==> src/cf_math_pkg.sv <==
/*
 * Math helper package
 * Small constant functions used to size index and count buses
 */

`default_nettype none

package cf_math_pkg;

  // Number of bits needed to address num_idx entries
  // A single entry still gets one bit so that buses never collapse to zero width
  function automatic int unsigned idx_width(input int unsigned num_idx);
    if (num_idx > 32'd1) begin
      return $clog2(num_idx);
    end else begin
      return 32'd1;
    end
  endfunction

endpackage : cf_math_pkg

`default_nettype wire

==> src/i2f_pkg.sv <==
/*
 * Integer to float converter package
 * Number format, request bus and control types of the converter
 */

`default_nettype none

package i2f_pkg;

  // Width of the integer operand, fixed by the single precision format
  localparam int unsigned INT_WIDTH = 32;

  // Exponent bias of IEEE-754 single precision
  localparam int unsigned EXP_BIAS = 127;

  // Interpretation of the operand
  typedef enum logic [0:0] {
    OP_UNSIGNED = 1'b0,
    OP_SIGNED   = 1'b1
  } conv_op_e;

  // Conversion request, opcode in the top bit
  typedef struct packed {
    conv_op_e               op;
    logic [INT_WIDTH-1:0]   operand;
  } conv_req_t;

  // Single precision float as it appears on the result bus
  typedef struct packed {
    logic        sign;
    logic [7:0]  exponent;
    logic [22:0] mantissa;
  } fp32_t;

  // States of the sequencing FSM
  typedef enum logic [1:0] {
    ST_IDLE  = 2'd0,
    ST_COUNT = 2'd1,
    ST_SHIFT = 2'd2,
    ST_ROUND = 2'd3
  } ctrl_state_e;

endpackage : i2f_pkg

`default_nettype wire

==> src/lzc.sv <==
/*
 * Leading / trailing zero counter
 * Finds the first set bit through a binary tree of select and index nodes
 */

`timescale 1ns/1ps
`default_nettype none

module lzc #(
  // Width of the vector to scan
  parameter int unsigned WIDTH     = 2,
  // 0 counts trailing zeros, 1 counts leading zeros
  parameter bit          MODE      = 1'b0,
  // Width of the count, derived from WIDTH
  parameter int unsigned CNT_WIDTH = cf_math_pkg::idx_width(WIDTH)
) (
  input  logic [WIDTH-1:0]     in_i,
  output logic [CNT_WIDTH-1:0] cnt_o,
  output logic                 empty_o
);

  if (WIDTH <= 1) begin : gen_single_bit

    // One bit has either zero or one zero in front of it
    assign cnt_o[0] = ~in_i[0];
    assign empty_o  = ~in_i[0];

  end else begin : gen_tree

    localparam int unsigned Levels = $clog2(WIDTH);

    // Scan vector, always searched from bit 0 upwards
    logic [WIDTH-1:0]                    scan_vec;
    // Position of every input bit, used as the leaf value of the tree
    logic [WIDTH-1:0][Levels-1:0]        leaf_idx;
    // Node holds a set bit somewhere in its subtree
    logic [2**Levels-2:0]                node_sel;
    // Lowest set position found in the node's subtree
    logic [2**Levels-2:0][Levels-1:0]    node_idx;

    if (MODE) begin : gen_reverse
      // For a leading zero count the MSB becomes position 0
      always_comb begin
        for (int unsigned i = 0; i < WIDTH; i++) begin
          scan_vec[i] = in_i[WIDTH-1-i];
        end
      end
    end else begin : gen_straight
      assign scan_vec = in_i;
    end

    for (genvar j = 0; j < WIDTH; j++) begin : gen_leaf_idx
      assign leaf_idx[j] = Levels'(j);
    end

    // Node n of level lv sits at flat position 2**lv - 1 + n, root at 0
    for (genvar lv = 0; lv < Levels; lv++) begin : gen_level
      if (lv == Levels - 1) begin : gen_leaves
        for (genvar n = 0; n < 2 ** lv; n++) begin : gen_node
          if (n * 2 < WIDTH - 1) begin : gen_pair
            // Both input bits exist, the lower one wins
            assign node_sel[2**lv-1+n] = scan_vec[n*2] | scan_vec[n*2+1];
            assign node_idx[2**lv-1+n] = scan_vec[n*2] ? leaf_idx[n*2] : leaf_idx[n*2+1];
          end else if (n * 2 == WIDTH - 1) begin : gen_single
            // Odd width leaves a lone bit at the top
            assign node_sel[2**lv-1+n] = scan_vec[n*2];
            assign node_idx[2**lv-1+n] = leaf_idx[n*2];
          end else begin : gen_unused
            // Padding nodes beyond the input never select
            assign node_sel[2**lv-1+n] = 1'b0;
            assign node_idx[2**lv-1+n] = '0;
          end
        end
      end else begin : gen_inner
        for (genvar n = 0; n < 2 ** lv; n++) begin : gen_node
          // Prefer the lower child whenever it has a set bit
          assign node_sel[2**lv-1+n] = node_sel[2**(lv+1)-1+n*2] |
                                       node_sel[2**(lv+1)-1+n*2+1];
          assign node_idx[2**lv-1+n] = node_sel[2**(lv+1)-1+n*2] ?
                                       node_idx[2**(lv+1)-1+n*2] :
                                       node_idx[2**(lv+1)-1+n*2+1];
        end
      end
    end

    // With no set bit every node picks its upper child, giving WIDTH-1
    assign cnt_o   = CNT_WIDTH'(node_idx[0]);
    assign empty_o = ~node_sel[0];

  end

endmodule : lzc

`default_nettype wire

==> src/i2f_ctrl.sv <==
/*
 * Converter control FSM
 * Sequences load, count, step-wise shift and round of one conversion
 */

`timescale 1ns/1ps
`default_nettype none

module i2f_ctrl (
  input  logic clk_i,
  input  logic arst_n_i,
  input  logic start_i,
  input  logic shift_zero_i,
  output logic load_o,
  output logic count_en_o,
  output logic shift_en_o,
  output logic round_en_o,
  output logic busy_o,
  output logic done_o
);

  i2f_pkg::ctrl_state_e state_q;
  i2f_pkg::ctrl_state_e state_d;
  logic                 done_q;

  // Next state logic
  always_comb begin
    state_d = state_q;
    case (state_q)
      i2f_pkg::ST_IDLE: begin
        // Starts are only taken here, so a strobe while busy is dropped
        if (start_i) begin
          state_d = i2f_pkg::ST_COUNT;
        end
      end
      i2f_pkg::ST_COUNT: begin
        state_d = i2f_pkg::ST_SHIFT;
      end
      i2f_pkg::ST_SHIFT: begin
        // Stay until the remaining shift distance has run out
        if (shift_zero_i) begin
          state_d = i2f_pkg::ST_ROUND;
        end
      end
      i2f_pkg::ST_ROUND: begin
        state_d = i2f_pkg::ST_IDLE;
      end
      default: begin
        state_d = i2f_pkg::ST_IDLE;
      end
    endcase
  end

  // Step enables decoded from the current state
  assign load_o     = (state_q == i2f_pkg::ST_IDLE) & start_i;
  assign count_en_o = (state_q == i2f_pkg::ST_COUNT);
  // No shift on the cycle that only detects the end of shifting
  assign shift_en_o = (state_q == i2f_pkg::ST_SHIFT) & ~shift_zero_i;
  assign round_en_o = (state_q == i2f_pkg::ST_ROUND);

  // Busy covers every state past acceptance up to the done edge
  assign busy_o = (state_q != i2f_pkg::ST_IDLE);
  assign done_o = done_q;

  always_ff @(posedge clk_i or negedge arst_n_i) begin
    if (!arst_n_i) begin
      state_q <= i2f_pkg::ST_IDLE;
      done_q  <= 1'b0;
    end else begin
      state_q <= state_d;
      // One-cycle pulse, same edge on which the result is registered
      done_q  <= round_en_o;
    end
  end

endmodule : i2f_ctrl

`default_nettype wire

==> src/shift_counter.sv <==
/*
 * Normalization shift counter
 * Tracks the remaining left shift and hands out at most STEP bits per cycle
 */

`timescale 1ns/1ps
`default_nettype none

module shift_counter #(
  // Largest shift applied in a single cycle
  parameter int unsigned STEP = 8
) (
  input  logic                                                      clk_i,
  input  logic                                                      arst_n_i,
  input  logic                                                      count_en_i,
  input  logic [cf_math_pkg::idx_width(i2f_pkg::INT_WIDTH)-1:0]     lz_i,
  input  logic                                                      shift_en_i,
  output logic [cf_math_pkg::idx_width(i2f_pkg::INT_WIDTH)-1:0]     step_o,
  output logic                                                      shift_zero_o
);

  localparam int unsigned CNT_WIDTH = cf_math_pkg::idx_width(i2f_pkg::INT_WIDTH);

  // Shift distance still to be applied to the magnitude
  logic [CNT_WIDTH-1:0] remain_q;

  // The remaining distance never exceeds INT_WIDTH-1, so a STEP of
  // INT_WIDTH or more always takes the first branch
  assign step_o = (int'(remain_q) < int'(STEP)) ? remain_q : CNT_WIDTH'(STEP);

  assign shift_zero_o = (remain_q == '0);

  always_ff @(posedge clk_i or negedge arst_n_i) begin
    if (!arst_n_i) begin
      remain_q <= '0;
    end else if (count_en_i) begin
      // Full distance is the leading zero count of the loaded magnitude
      remain_q <= lz_i;
    end else if (shift_en_i) begin
      remain_q <= remain_q - step_o;
    end
  end

endmodule : shift_counter

`default_nettype wire

==> src/norm_shifter.sv <==
/*
 * Normalization shifter
 * Holds the operand magnitude and shifts it left by the step amount
 */

`timescale 1ns/1ps
`default_nettype none

module norm_shifter (
  input  logic                                                  clk_i,
  input  logic                                                  arst_n_i,
  input  logic                                                  load_i,
  input  i2f_pkg::conv_req_t                                    req_i,
  input  logic                                                  shift_en_i,
  input  logic [cf_math_pkg::idx_width(i2f_pkg::INT_WIDTH)-1:0] step_i,
  output logic [i2f_pkg::INT_WIDTH-1:0]                         mag_o
);

  logic [i2f_pkg::INT_WIDTH-1:0] mag_q;
  logic [i2f_pkg::INT_WIDTH-1:0] abs_val;
  logic                          negative;

  // Only a signed operand with its top bit set is negative
  assign negative = (req_i.op == i2f_pkg::OP_SIGNED) & req_i.operand[i2f_pkg::INT_WIDTH-1];

  // Two's complement negate; -2^31 maps onto 0x8000_0000 read as unsigned
  assign abs_val = negative ? (~req_i.operand + 1'b1) : req_i.operand;

  always_ff @(posedge clk_i or negedge arst_n_i) begin
    if (!arst_n_i) begin
      mag_q <= '0;
    end else if (load_i) begin
      mag_q <= abs_val;
    end else if (shift_en_i) begin
      // Bits moved out at the top are always zero, the count guarantees it
      mag_q <= mag_q << step_i;
    end
  end

  // Feeds the zero counter before shifting and the rounder afterwards
  assign mag_o = mag_q;

endmodule : norm_shifter

`default_nettype wire

==> src/round_pack.sv <==
/*
 * Round and pack stage
 * Keeps sign and exponent, rounds the normalized magnitude to nearest-even
 */

`timescale 1ns/1ps
`default_nettype none

module round_pack (
  input  logic                                                  clk_i,
  input  logic                                                  arst_n_i,
  input  logic                                                  load_i,
  input  i2f_pkg::conv_req_t                                    req_i,
  input  logic                                                  count_en_i,
  input  logic [cf_math_pkg::idx_width(i2f_pkg::INT_WIDTH)-1:0] lz_i,
  input  logic                                                  empty_i,
  input  logic                                                  round_en_i,
  input  logic [i2f_pkg::INT_WIDTH-1:0]                         mag_i,
  output i2f_pkg::fp32_t                                        result_o
);

  // Lowest magnitude bit that still lands in the 23-bit mantissa
  localparam int unsigned MAN_LSB = i2f_pkg::INT_WIDTH - 24;

  logic           sign_q;
  logic [7:0]     exp_q;
  logic           zero_q;
  i2f_pkg::fp32_t result_q;

  logic [22:0]    mant;
  logic           guard;
  logic           sticky;
  logic           round_up;
  logic [23:0]    mant_rnd;
  logic [7:0]     exp_rnd;

  // Hidden bit sits at the MSB after normalization and is dropped
  assign mant   = mag_i[i2f_pkg::INT_WIDTH-2:MAN_LSB];
  assign guard  = mag_i[MAN_LSB-1];
  assign sticky = |mag_i[MAN_LSB-2:0];

  // Ties go to the even mantissa, anything above half rounds up
  assign round_up = guard & (sticky | mant[0]);

  // Extra bit catches the carry out of an all-ones mantissa
  assign mant_rnd = {1'b0, mant} + 24'(round_up);
  assign exp_rnd  = exp_q + 8'(mant_rnd[23]);

  always_ff @(posedge clk_i or negedge arst_n_i) begin
    if (!arst_n_i) begin
      sign_q   <= 1'b0;
      exp_q    <= '0;
      zero_q   <= 1'b0;
      result_q <= '0;
    end else begin
      if (load_i) begin
        sign_q <= (req_i.op == i2f_pkg::OP_SIGNED) & req_i.operand[i2f_pkg::INT_WIDTH-1];
      end
      if (count_en_i) begin
        // Value is 1.f times 2 to the power of the MSB position
        exp_q  <= 8'(i2f_pkg::EXP_BIAS + i2f_pkg::INT_WIDTH - 1 - int'(lz_i));
        zero_q <= empty_i;
      end
      if (round_en_i) begin
        if (zero_q) begin
          // Zero has no leading one and is always positive
          result_q <= '0;
        end else begin
          result_q.sign     <= sign_q;
          result_q.exponent <= exp_rnd;
          result_q.mantissa <= mant_rnd[22:0];
        end
      end
    end
  end

  // Held until the next conversion rounds
  assign result_o = result_q;

endmodule : round_pack

`default_nettype wire

==> src/i2f_top.sv <==
/*
 * Integer to single precision float converter
 * Multi-cycle unit with a start strobe, busy level and done pulse
 */

`timescale 1ns/1ps
`default_nettype none

module i2f_top #(
  // Largest normalization shift per cycle, 1 up to INT_WIDTH
  parameter int unsigned STEP = 8
) (
  input  logic               clk_i,
  input  logic               arst_n_i,
  input  logic               start_i,
  input  i2f_pkg::conv_req_t req_i,
  output logic               busy_o,
  output logic               done_o,
  output i2f_pkg::fp32_t     result_o
);

  localparam int unsigned CNT_WIDTH = cf_math_pkg::idx_width(i2f_pkg::INT_WIDTH);

  // Step enables from the FSM
  logic                          load;
  logic                          count_en;
  logic                          shift_en;
  logic                          round_en;
  logic                          shift_zero;

  // Datapath between the stages
  logic [i2f_pkg::INT_WIDTH-1:0] mag;
  logic [CNT_WIDTH-1:0]          lz;
  logic                          lz_empty;
  logic [CNT_WIDTH-1:0]          step;

  i2f_ctrl u_ctrl (
    .clk_i        (clk_i),
    .arst_n_i     (arst_n_i),
    .start_i      (start_i),
    .shift_zero_i (shift_zero),
    .load_o       (load),
    .count_en_o   (count_en),
    .shift_en_o   (shift_en),
    .round_en_o   (round_en),
    .busy_o       (busy_o),
    .done_o       (done_o)
  );

  shift_counter #(
    .STEP (STEP)
  ) u_shift_counter (
    .clk_i        (clk_i),
    .arst_n_i     (arst_n_i),
    .count_en_i   (count_en),
    .lz_i         (lz),
    .shift_en_i   (shift_en),
    .step_o       (step),
    .shift_zero_o (shift_zero)
  );

  norm_shifter u_norm_shifter (
    .clk_i      (clk_i),
    .arst_n_i   (arst_n_i),
    .load_i     (load),
    .req_i      (req_i),
    .shift_en_i (shift_en),
    .step_i     (step),
    .mag_o      (mag)
  );

  // Leading zero count of the magnitude as loaded
  lzc #(
    .WIDTH     (i2f_pkg::INT_WIDTH),
    .MODE      (1'b1),
    .CNT_WIDTH (CNT_WIDTH)
  ) u_lzc (
    .in_i    (mag),
    .cnt_o   (lz),
    .empty_o (lz_empty)
  );

  round_pack u_round_pack (
    .clk_i      (clk_i),
    .arst_n_i   (arst_n_i),
    .load_i     (load),
    .req_i      (req_i),
    .count_en_i (count_en),
    .lz_i       (lz),
    .empty_i    (lz_empty),
    .round_en_i (round_en),
    .mag_i      (mag),
    .result_o   (result_o)
  );

endmodule : i2f_top

`default_nettype wire

==> config.mk <==
export PLATFORM = sky130hd
export DESIGN_NAME = i2f_top
export DESIGN_NICKNAME = d
export VERILOG_FILES = /design/src/cf_math_pkg.sv /design/src/i2f_pkg.sv /design/src/lzc.sv /design/src/i2f_ctrl.sv /design/src/shift_counter.sv /design/src/norm_shifter.sv /design/src/round_pack.sv /design/src/i2f_top.sv
export SDC_FILE = /design/constraint.sdc
export NUM_CORES = 1
export LEC_CHECK = 0
export ABC_CLOCK_PERIOD_IN_PS = 5200
export BUFFER_PORTS_ARGS = -buffer_cell sky130_fd_sc_hd__buf_4
export CAP_MARGIN = 15
export CORE_UTILIZATION = 40
export DETAILED_ROUTE_END_ITERATION = 8
export HOLD_SLACK_MARGIN = 0.03
export SLEW_MARGIN = 15
export SYNTH_ARGS = -nofsm -noshare
export SYNTH_HDL_FRONTEND = slang
export SYNTH_SLANG_ARGS = --single-unit
==> constraint.sdc <==
create_clock -name clk_i -period 5.2 [get_ports clk_i]
set_input_delay 0.52 -clock clk_i [delete_from_list [all_inputs] [get_ports clk_i]]
set_output_delay 0.52 -clock clk_i [all_outputs]
set_load 0.01 [all_outputs]
* Yosys cells after proc, flatten, opt, wreduce, memory -nomap -nowiden *
Index checks and enable logic that the tools add are counted.

operators by class
  multiplexer cells = 41
  bitwise gates (word level) = 39
  shift operators = 1
  reductions and logical operators = 7
  add/sub/neg operators = 5
  $lt $le $gt $ge = 1
  eq/ne operators = 5

operator list
  cell                                                  count
  2-to-1 mux 32 bit                                     4
  adder 32 x 1 -> 32 bit (second input constant)        1
  NOT 32 bit                                            1
  OR 1 bit                                              32
  << shifter 32 x 5 -> 32 bit                           1
  adder 23 x 1 -> 24 bit                                1
  2-to-1 mux 2 bit                                      10
  2-to-1 mux 5 bit                                      4
  2-to-1 mux 1 bit                                      16
  2-to-1 mux 3 bit                                      4
  adder 8 x 1 -> 8 bit                                  1
  2-to-1 mux 4 bit                                      2
  one-hot mux 2 bit (4 select lines)                    1
  subtractor 8 x 5 -> 8 bit (first input constant)      1
  OR reduction 7 bit                                    1
  nonzero test 2 bit                                    3
  logical NOT 5 bit                                     1
  < comparator 5 x 4 -> 1 bit (second input constant)   1
  subtractor 5 bit                                      1
  bitwise AND 1 bit                                     4
  equality test 2 bit (second input constant)           2
  equality test 2 x 1 -> 1 bit (second input constant)  1
  logical NOT 2 bit                                     1
  != test 2 x 1 -> 1 bit (second input constant)        1
  other kinds (3)                                       4

word-level totals
  bits in registers = 82
  output and inout bits = 34
  input bits = 36
  logic and storage cells = 109

* Depth between registers and ports, before layout *
  word-level depth = 6
  mapped depth = 10
  gate-level depth less buffers = 9

* Hierarchy *
A second synthesis with hierarchy kept.

unflattened totals
  cells, all modules = 794
  area total of the unflattened synthesis = 7023.0 sq um

by module, submodules not included
  module         area each (sq um)  sequential area each (sq um)  cells each  instances
  norm_shifter   3824.9             800.8                         452         1
  round_pack     2319.7             1051.0                        228         1
  lzc            347.8              0.0                           57          1
  shift_counter  339.1              125.1                         41          1
  i2f_ctrl       191.4              75.1                          16          1

* Worst setup path before layout *
No wires, ideal clock.

  kind = register -> register
  start = reg u_norm_shifter.mag_q, in the netlist u_norm_shifter.mag_o[22]
  end = reg u_round_pack.exp_q[4]
  data arrival time = 2342 ps
  slack = 2733 ps
  setup time = 125 ps
  cell stages (with the launch flop) = 11
  period minus slack after synthesis = 2467 ps
  required time = 5075 ps
  buffers on the path = 1
  cell sequence = dfrtp_1 -> buf_6 -> nor4_4 -> and2_1 -> a211oi_1 -> or3_4 -> nor2_1 -> ha_1 -> nand3_1 -> xnor2_1 -> mux2_2

between the ends
  cells in the longest elaborated chain, start to end = 6
  elaborated cells on any way between the ends = 9
  those cells by class = add/sub (1); mux (4); bitwise (4)

ends and longest elaborated chain
  element                                       line                  text
  start, declared                               norm_shifter.sv:19    logic [i2f_pkg::INT_WIDTH-1:0] mag_q;
  start signal, assigned                        norm_shifter.sv:33    mag_q <= abs_val;
  start signal, assigned                        norm_shifter.sv:36    mag_q <= mag_q << step_i;
  OR 1 bit (*)                                  lzc.sv:62             assign node_sel[2**lv-1+n] = scan_vec[n*2] | scan_vec[n*2+1];
  2-to-1 mux 2 bit or OR 1 bit (tied branches)  lzc.sv:79, lzc.sv:77
  2-to-1 mux 3 bit or OR 1 bit (tied branches)  lzc.sv:79, lzc.sv:77
  2-to-1 mux 4 bit or OR 1 bit (tied branches)  lzc.sv:79, lzc.sv:77
  2-to-1 mux 5 bit (*)                          lzc.sv:79             assign node_idx[2**lv-1+n] = node_sel[2**(lv+1)-1+n*2] ?
  named net lz[0]                               i2f_top.sv:33         logic [CNT_WIDTH-1:0] lz;
  subtractor 8 x 5 -> 8 bit (*)                 round_pack.sv:61      exp_q <= 8'(i2f_pkg::EXP_BIAS + i2f_pkg::INT_WIDTH - 1 - int'(lz_i));
  end signal, assigned                          round_pack.sv:61
  end, declared                                 round_pack.sv:26      logic [7:0] exp_q;

The timed path passes the listed nets; every way through them passes the cells marked *.
A chain may end at the register's enable or synchronous reset.

* Final worst setup path *
  start = reg u_norm_shifter.mag_q, in the netlist u_norm_shifter.mag_o[18]
  end = reg u_round_pack.exp_q[4]

between the ends
  cells in the longest elaborated chain, start to end = 6
  elaborated cells on any way between the ends = 9
  those cells by class = add/sub (1); mux (4); bitwise (4)

ends and longest elaborated chain
  element                                       line
  OR 1 bit (*)                                  lzc.sv:62
  2-to-1 mux 2 bit or OR 1 bit (tied branches)  lzc.sv:79, lzc.sv:77
  2-to-1 mux 3 bit or OR 1 bit (tied branches)  lzc.sv:79, lzc.sv:77
  2-to-1 mux 4 bit or OR 1 bit (tied branches)  lzc.sv:79, lzc.sv:77
  2-to-1 mux 5 bit (*)                          lzc.sv:79
  subtractor 8 x 5 -> 8 bit (*)                 round_pack.sv:61

Mark *: on every way between the ends. The rest lies on a longest branch, timed or not.

==> results.sh <==
export IMPL_ys_warn_count=0
export IMPL_timing_final_crit_period_ns=3.14
export IMPL_p_int_mw=2.53
export IMPL_outcome="finished, final reports clean"
export IMPL_fp_dieH_microns=131
export IMPL_path_max_fanout=13
export IMPL_rsz0062_at_grt="no"
export IMPL_synth_avg_cell_area_sq_um=9.02
export IMPL_fillerInstances=1556
export IMPL_io_pins=70
export IMPL_drtIter0Drc=514
export IMPL_rows=46
export IMPL_cts_tree="done"
export IMPL_synth_largest_area_cell="dfrtp_1"
export IMPL_power_total_mw=4.72
export IMPL_ys_ff_latch=82
export IMPL_ys_types=70
export IMPL_cp_data_required_time_ns=5.45
export IMPL_wl_per_cell_microns=20.1
export IMPL_async_reset_ff_share_pct=100
export IMPL_grt_pass1_vias=5832
export IMPL_mostFrequentLayoutCell="dfrtp_1"
export IMPL_area_delta_synth_final_pct=12.6
export IMPL_skew_ns=0.00917
export IMPL_die_w_microns=131
export IMPL_rrSetupSlack_ns=2.06
export IMPL_clk_latency_ns=0.37
export IMPL_worst_slew_pin_transition_ns=1.02
export IMPL_htree_levels=3
export IMPL_layout_common_cells="dfrtp_1, buf_4, nor2_1"
export IMPL_grt_ovfl_total=0
export IMPL_path_cells="nor4_2 > nand2_1 > a311oi_1 > nor2_1 > nor4_2 > ha_1 > nand3_1 > xnor2_1 > mux2_2"
export IMPL_grt_util_all_layers_pct=24.2
export IMPL_cts_resized=0
export IMPL_worstSetupPathType="reg -> reg"
export IMPL_slew_headroom_pct=31.6
export IMPL_drc=0
export IMPL_dp_hpwl_microns=13700
export IMPL_via_count=6028
export IMPL_power_switching_mw=2.19
export IMPL_crit_slowest_cell="dfrtp_1"
export IMPL_synth_main_ff_cell="dfrtp_1"
export IMPL_end_kind="flip-flop"
export IMPL_max_cap_violations=0
export IMPL_start_util_pct=41.4
export IMPL_p_clk_share_pct=14.9
export IMPL_slew_viol_final=0
export IMPL_crit_path_start_kind="flip-flop"
export IMPL_die_area_sq_um=17100
export IMPL_slowest_delay_ns=0.57
export IMPL_synth_top_area_share_pct=31.0
export IMPL_leakagePower_nw=2.95
export IMPL_combPwrFrac_pct=52.5
export IMPL_setup_viol=0
export IMPL_clk_pin_slew_ns=0.06
export IMPL_vias_per_cell=6.21
export IMPL_port_buffers=69
export IMPL_timing_critical_path_mode_cell="nor4_2"
export IMPL_fmax_ghz=0.318
export IMPL_syn_area_sq_um=6620
export IMPL_hold_path_class="in -> async"
export IMPL_worst_r2r_startpoint="u_norm_shifter.mag_o[18]$_DFFE_PN0P_"
export IMPL_cts_setup_buffers=0
export IMPL_cts_num_sinks=82
export IMPL_power_frac_seq_pct=32.6
export IMPL_syn_num_nets=781
export IMPL_synth_seq_area_share_pct=31.0
export IMPL_placeableCoreArea_sq_um=16000
export IMPL_antenna_found_initial=0
export IMPL_cts_buffer_depth=2
export IMPL_cts_buffers=9
export IMPL_hold_buffers=0
export IMPL_hold_violations=0
export IMPL_drt_total_wl_microns=19500
export IMPL_dr_pass1_iters=5
export IMPL_yosys_top_cells_area="dfrtp_1, mux4_2, xnor2_1, a21oi_1, xor2_1"
export IMPL_place_congestion=0.915
export IMPL_swShare_pct=46.5
export IMPL_period_share_pct=60.4
export IMPL_fin_nets=796
export IMPL_grt_max_degree=48
export IMPL_powerDensity_nw_per_um2=633
export IMPL_r2r_end="u_round_pack.exp_q[4]$_DFFE_PN0P_"
export IMPL_postSynthCellCount=734
export IMPL_ant_nets=0
export IMPL_n_antenna_cell=0
export IMPL_drive_above_1_share_pct=18.3
export IMPL_vdd_ir_drop_max_mv=0.211
export IMPL_root_buffer="clkbuf_16"
export IMPL_arrival_ns=3.39
export IMPL_grt_first_pass_wirelength_microns=31500
export IMPL_finalSetupTns_ns=0
export IMPL_reg2reg_depth=9
export IMPL_synth_edf_count=0
## Yosys cell counts, types with 8 or more instances
| library cell | n |
|---|---|
| xnor2_1 | 29 |
| o22ai_1 | 10 |
| nor4_1 | 9 |
| o21ai_0 | 26 |
| a211oi_1 | 14 |
| o31ai_1 | 16 |
| nor2b_1 | 11 |
| dfrtp_1 | 82 |
| clkbuf_1 | 45 |
| mux2i_1 | 20 |
| ha_1 | 11 |
| and3_1 | 10 |
| a21oi_1 | 49 |
| mux4_2 | 19 |
| o2bb2ai_1 | 23 |
| nor2_1 | 62 |
| nor3_1 | 18 |
| nand3_1 | 30 |
| xor2_1 | 27 |
| mux4_1 | 8 |
| buf_2 | 16 |
| nand2_1 | 57 |
| inv_1 | 20 |
| a31oi_1 | 9 |
## layer usage
layer	vias to the layer above	track usage, %	share of wire [%]
met3	36	4.93	7.6
met1	2913	32.7	45
met4	0	10.5	2.7
li1	2766	-	-
met2	313	37.5	44
met5	-	0	0
## kinds of logic after synthesis
logic type | synth area share (%)
other cells | 0.0566
compound gates | 20.9
flops | 31.0
simple gates | 18.5
buf+inv | 6.42
xor+xnor | 7.40
mux | 13.7
fa+ha+maj | 2.08
## stage by stage
| step | setup WS [ns] | hold WS (ns) | area, sq um | utilization, % | instances |
|---|---|---|---|---|---|
| floorplan | 2.73 | 0.224 | 6620 | - | 734 |
| global placement | 2.17 | 0.470 | 7140 | 44.6 | 954 |
| detailed placement | 2.15 | 0.475 | 7140 | 44.6 | 954 |
| CTS | 2.13 | 0.168 | 7460 | 46.6 | 970 |
| global route | 1.90 | 0.192 | 7460 | 46.6 | 970 |
| finish | 2.06 | 0.142 | 7460 | 46.6 | 970 |
## sequential cells by signal (all words and copies together) (netlist names)
register / count
u_norm_shifter.mag_o: 32
u_ctrl.done_o: 1
u_round_pack.sign_q: 1
u_round_pack.exp_q: 8
u_shift_counter.remain_q: 5
u_ctrl.state_q: 2
u_round_pack.zero_q: 1
u_round_pack.result_o: 32
## power groups by stage
stage               Sequential (mW)  Clock [mW]  Combinational, mW
detailed placement             1.52           0               2.44
CTS                            1.51       0.719               2.47
global placement               1.50           0               2.43
global route                   1.58       0.745               2.73
floorplan                      1.16           0               2.08
finish                         1.54       0.701               2.48
## worst max-delay path: cells and delay by family, from the launching register on
family | cells | cell delay [ns]
mux | 1 | 0.26
xor+xnor | 1 | 0.14
simple gates | 5 | 1.25
flops | 1 | 0.57
fa+ha+maj | 1 | 0.29
compound gates | 1 | 0.51
## layout make-up
| cell class | instances | area, sq um | share of cell area (%) |
|---|---|---|---|
| Clock buffer | 10 | 229 | 3.07 |
| Clock inverter | 6 | 90.1 | 1.21 |
| Inverter | 20 | 75.1 | 1.01 |
| Multi-Input combinational cell | 559 | 4170 | 55.8 |
| Sequential cell | 82 | 2050 | 27.5 |
| Tap cell | 216 | 270 | 3.62 |
| Timing Repair Buffer | 77 | 578 | 7.75 |
## worst max path at each step
stage	start	end	slack (ns)
after floorplan	u_norm_shifter.mag_o[22]$_DFFE_PN0P_	u_round_pack.exp_q[4]$_DFFE_PN0P_	2.73
after global placement	u_norm_shifter.mag_o[22]$_DFFE_PN0P_	u_round_pack.exp_q[4]$_DFFE_PN0P_	2.17
after detailed placement	u_norm_shifter.mag_o[18]$_DFFE_PN0P_	u_round_pack.exp_q[4]$_DFFE_PN0P_	2.15
after CTS	u_norm_shifter.mag_o[18]$_DFFE_PN0P_	u_round_pack.exp_q[4]$_DFFE_PN0P_	2.13
after global routing	u_norm_shifter.mag_o[18]$_DFFE_PN0P_	u_round_pack.exp_q[4]$_DFFE_PN0P_	1.90
final	u_norm_shifter.mag_o[18]$_DFFE_PN0P_	u_round_pack.exp_q[4]$_DFFE_PN0P_	2.06
Note: power is estimated with default switching activity, not from simulation.
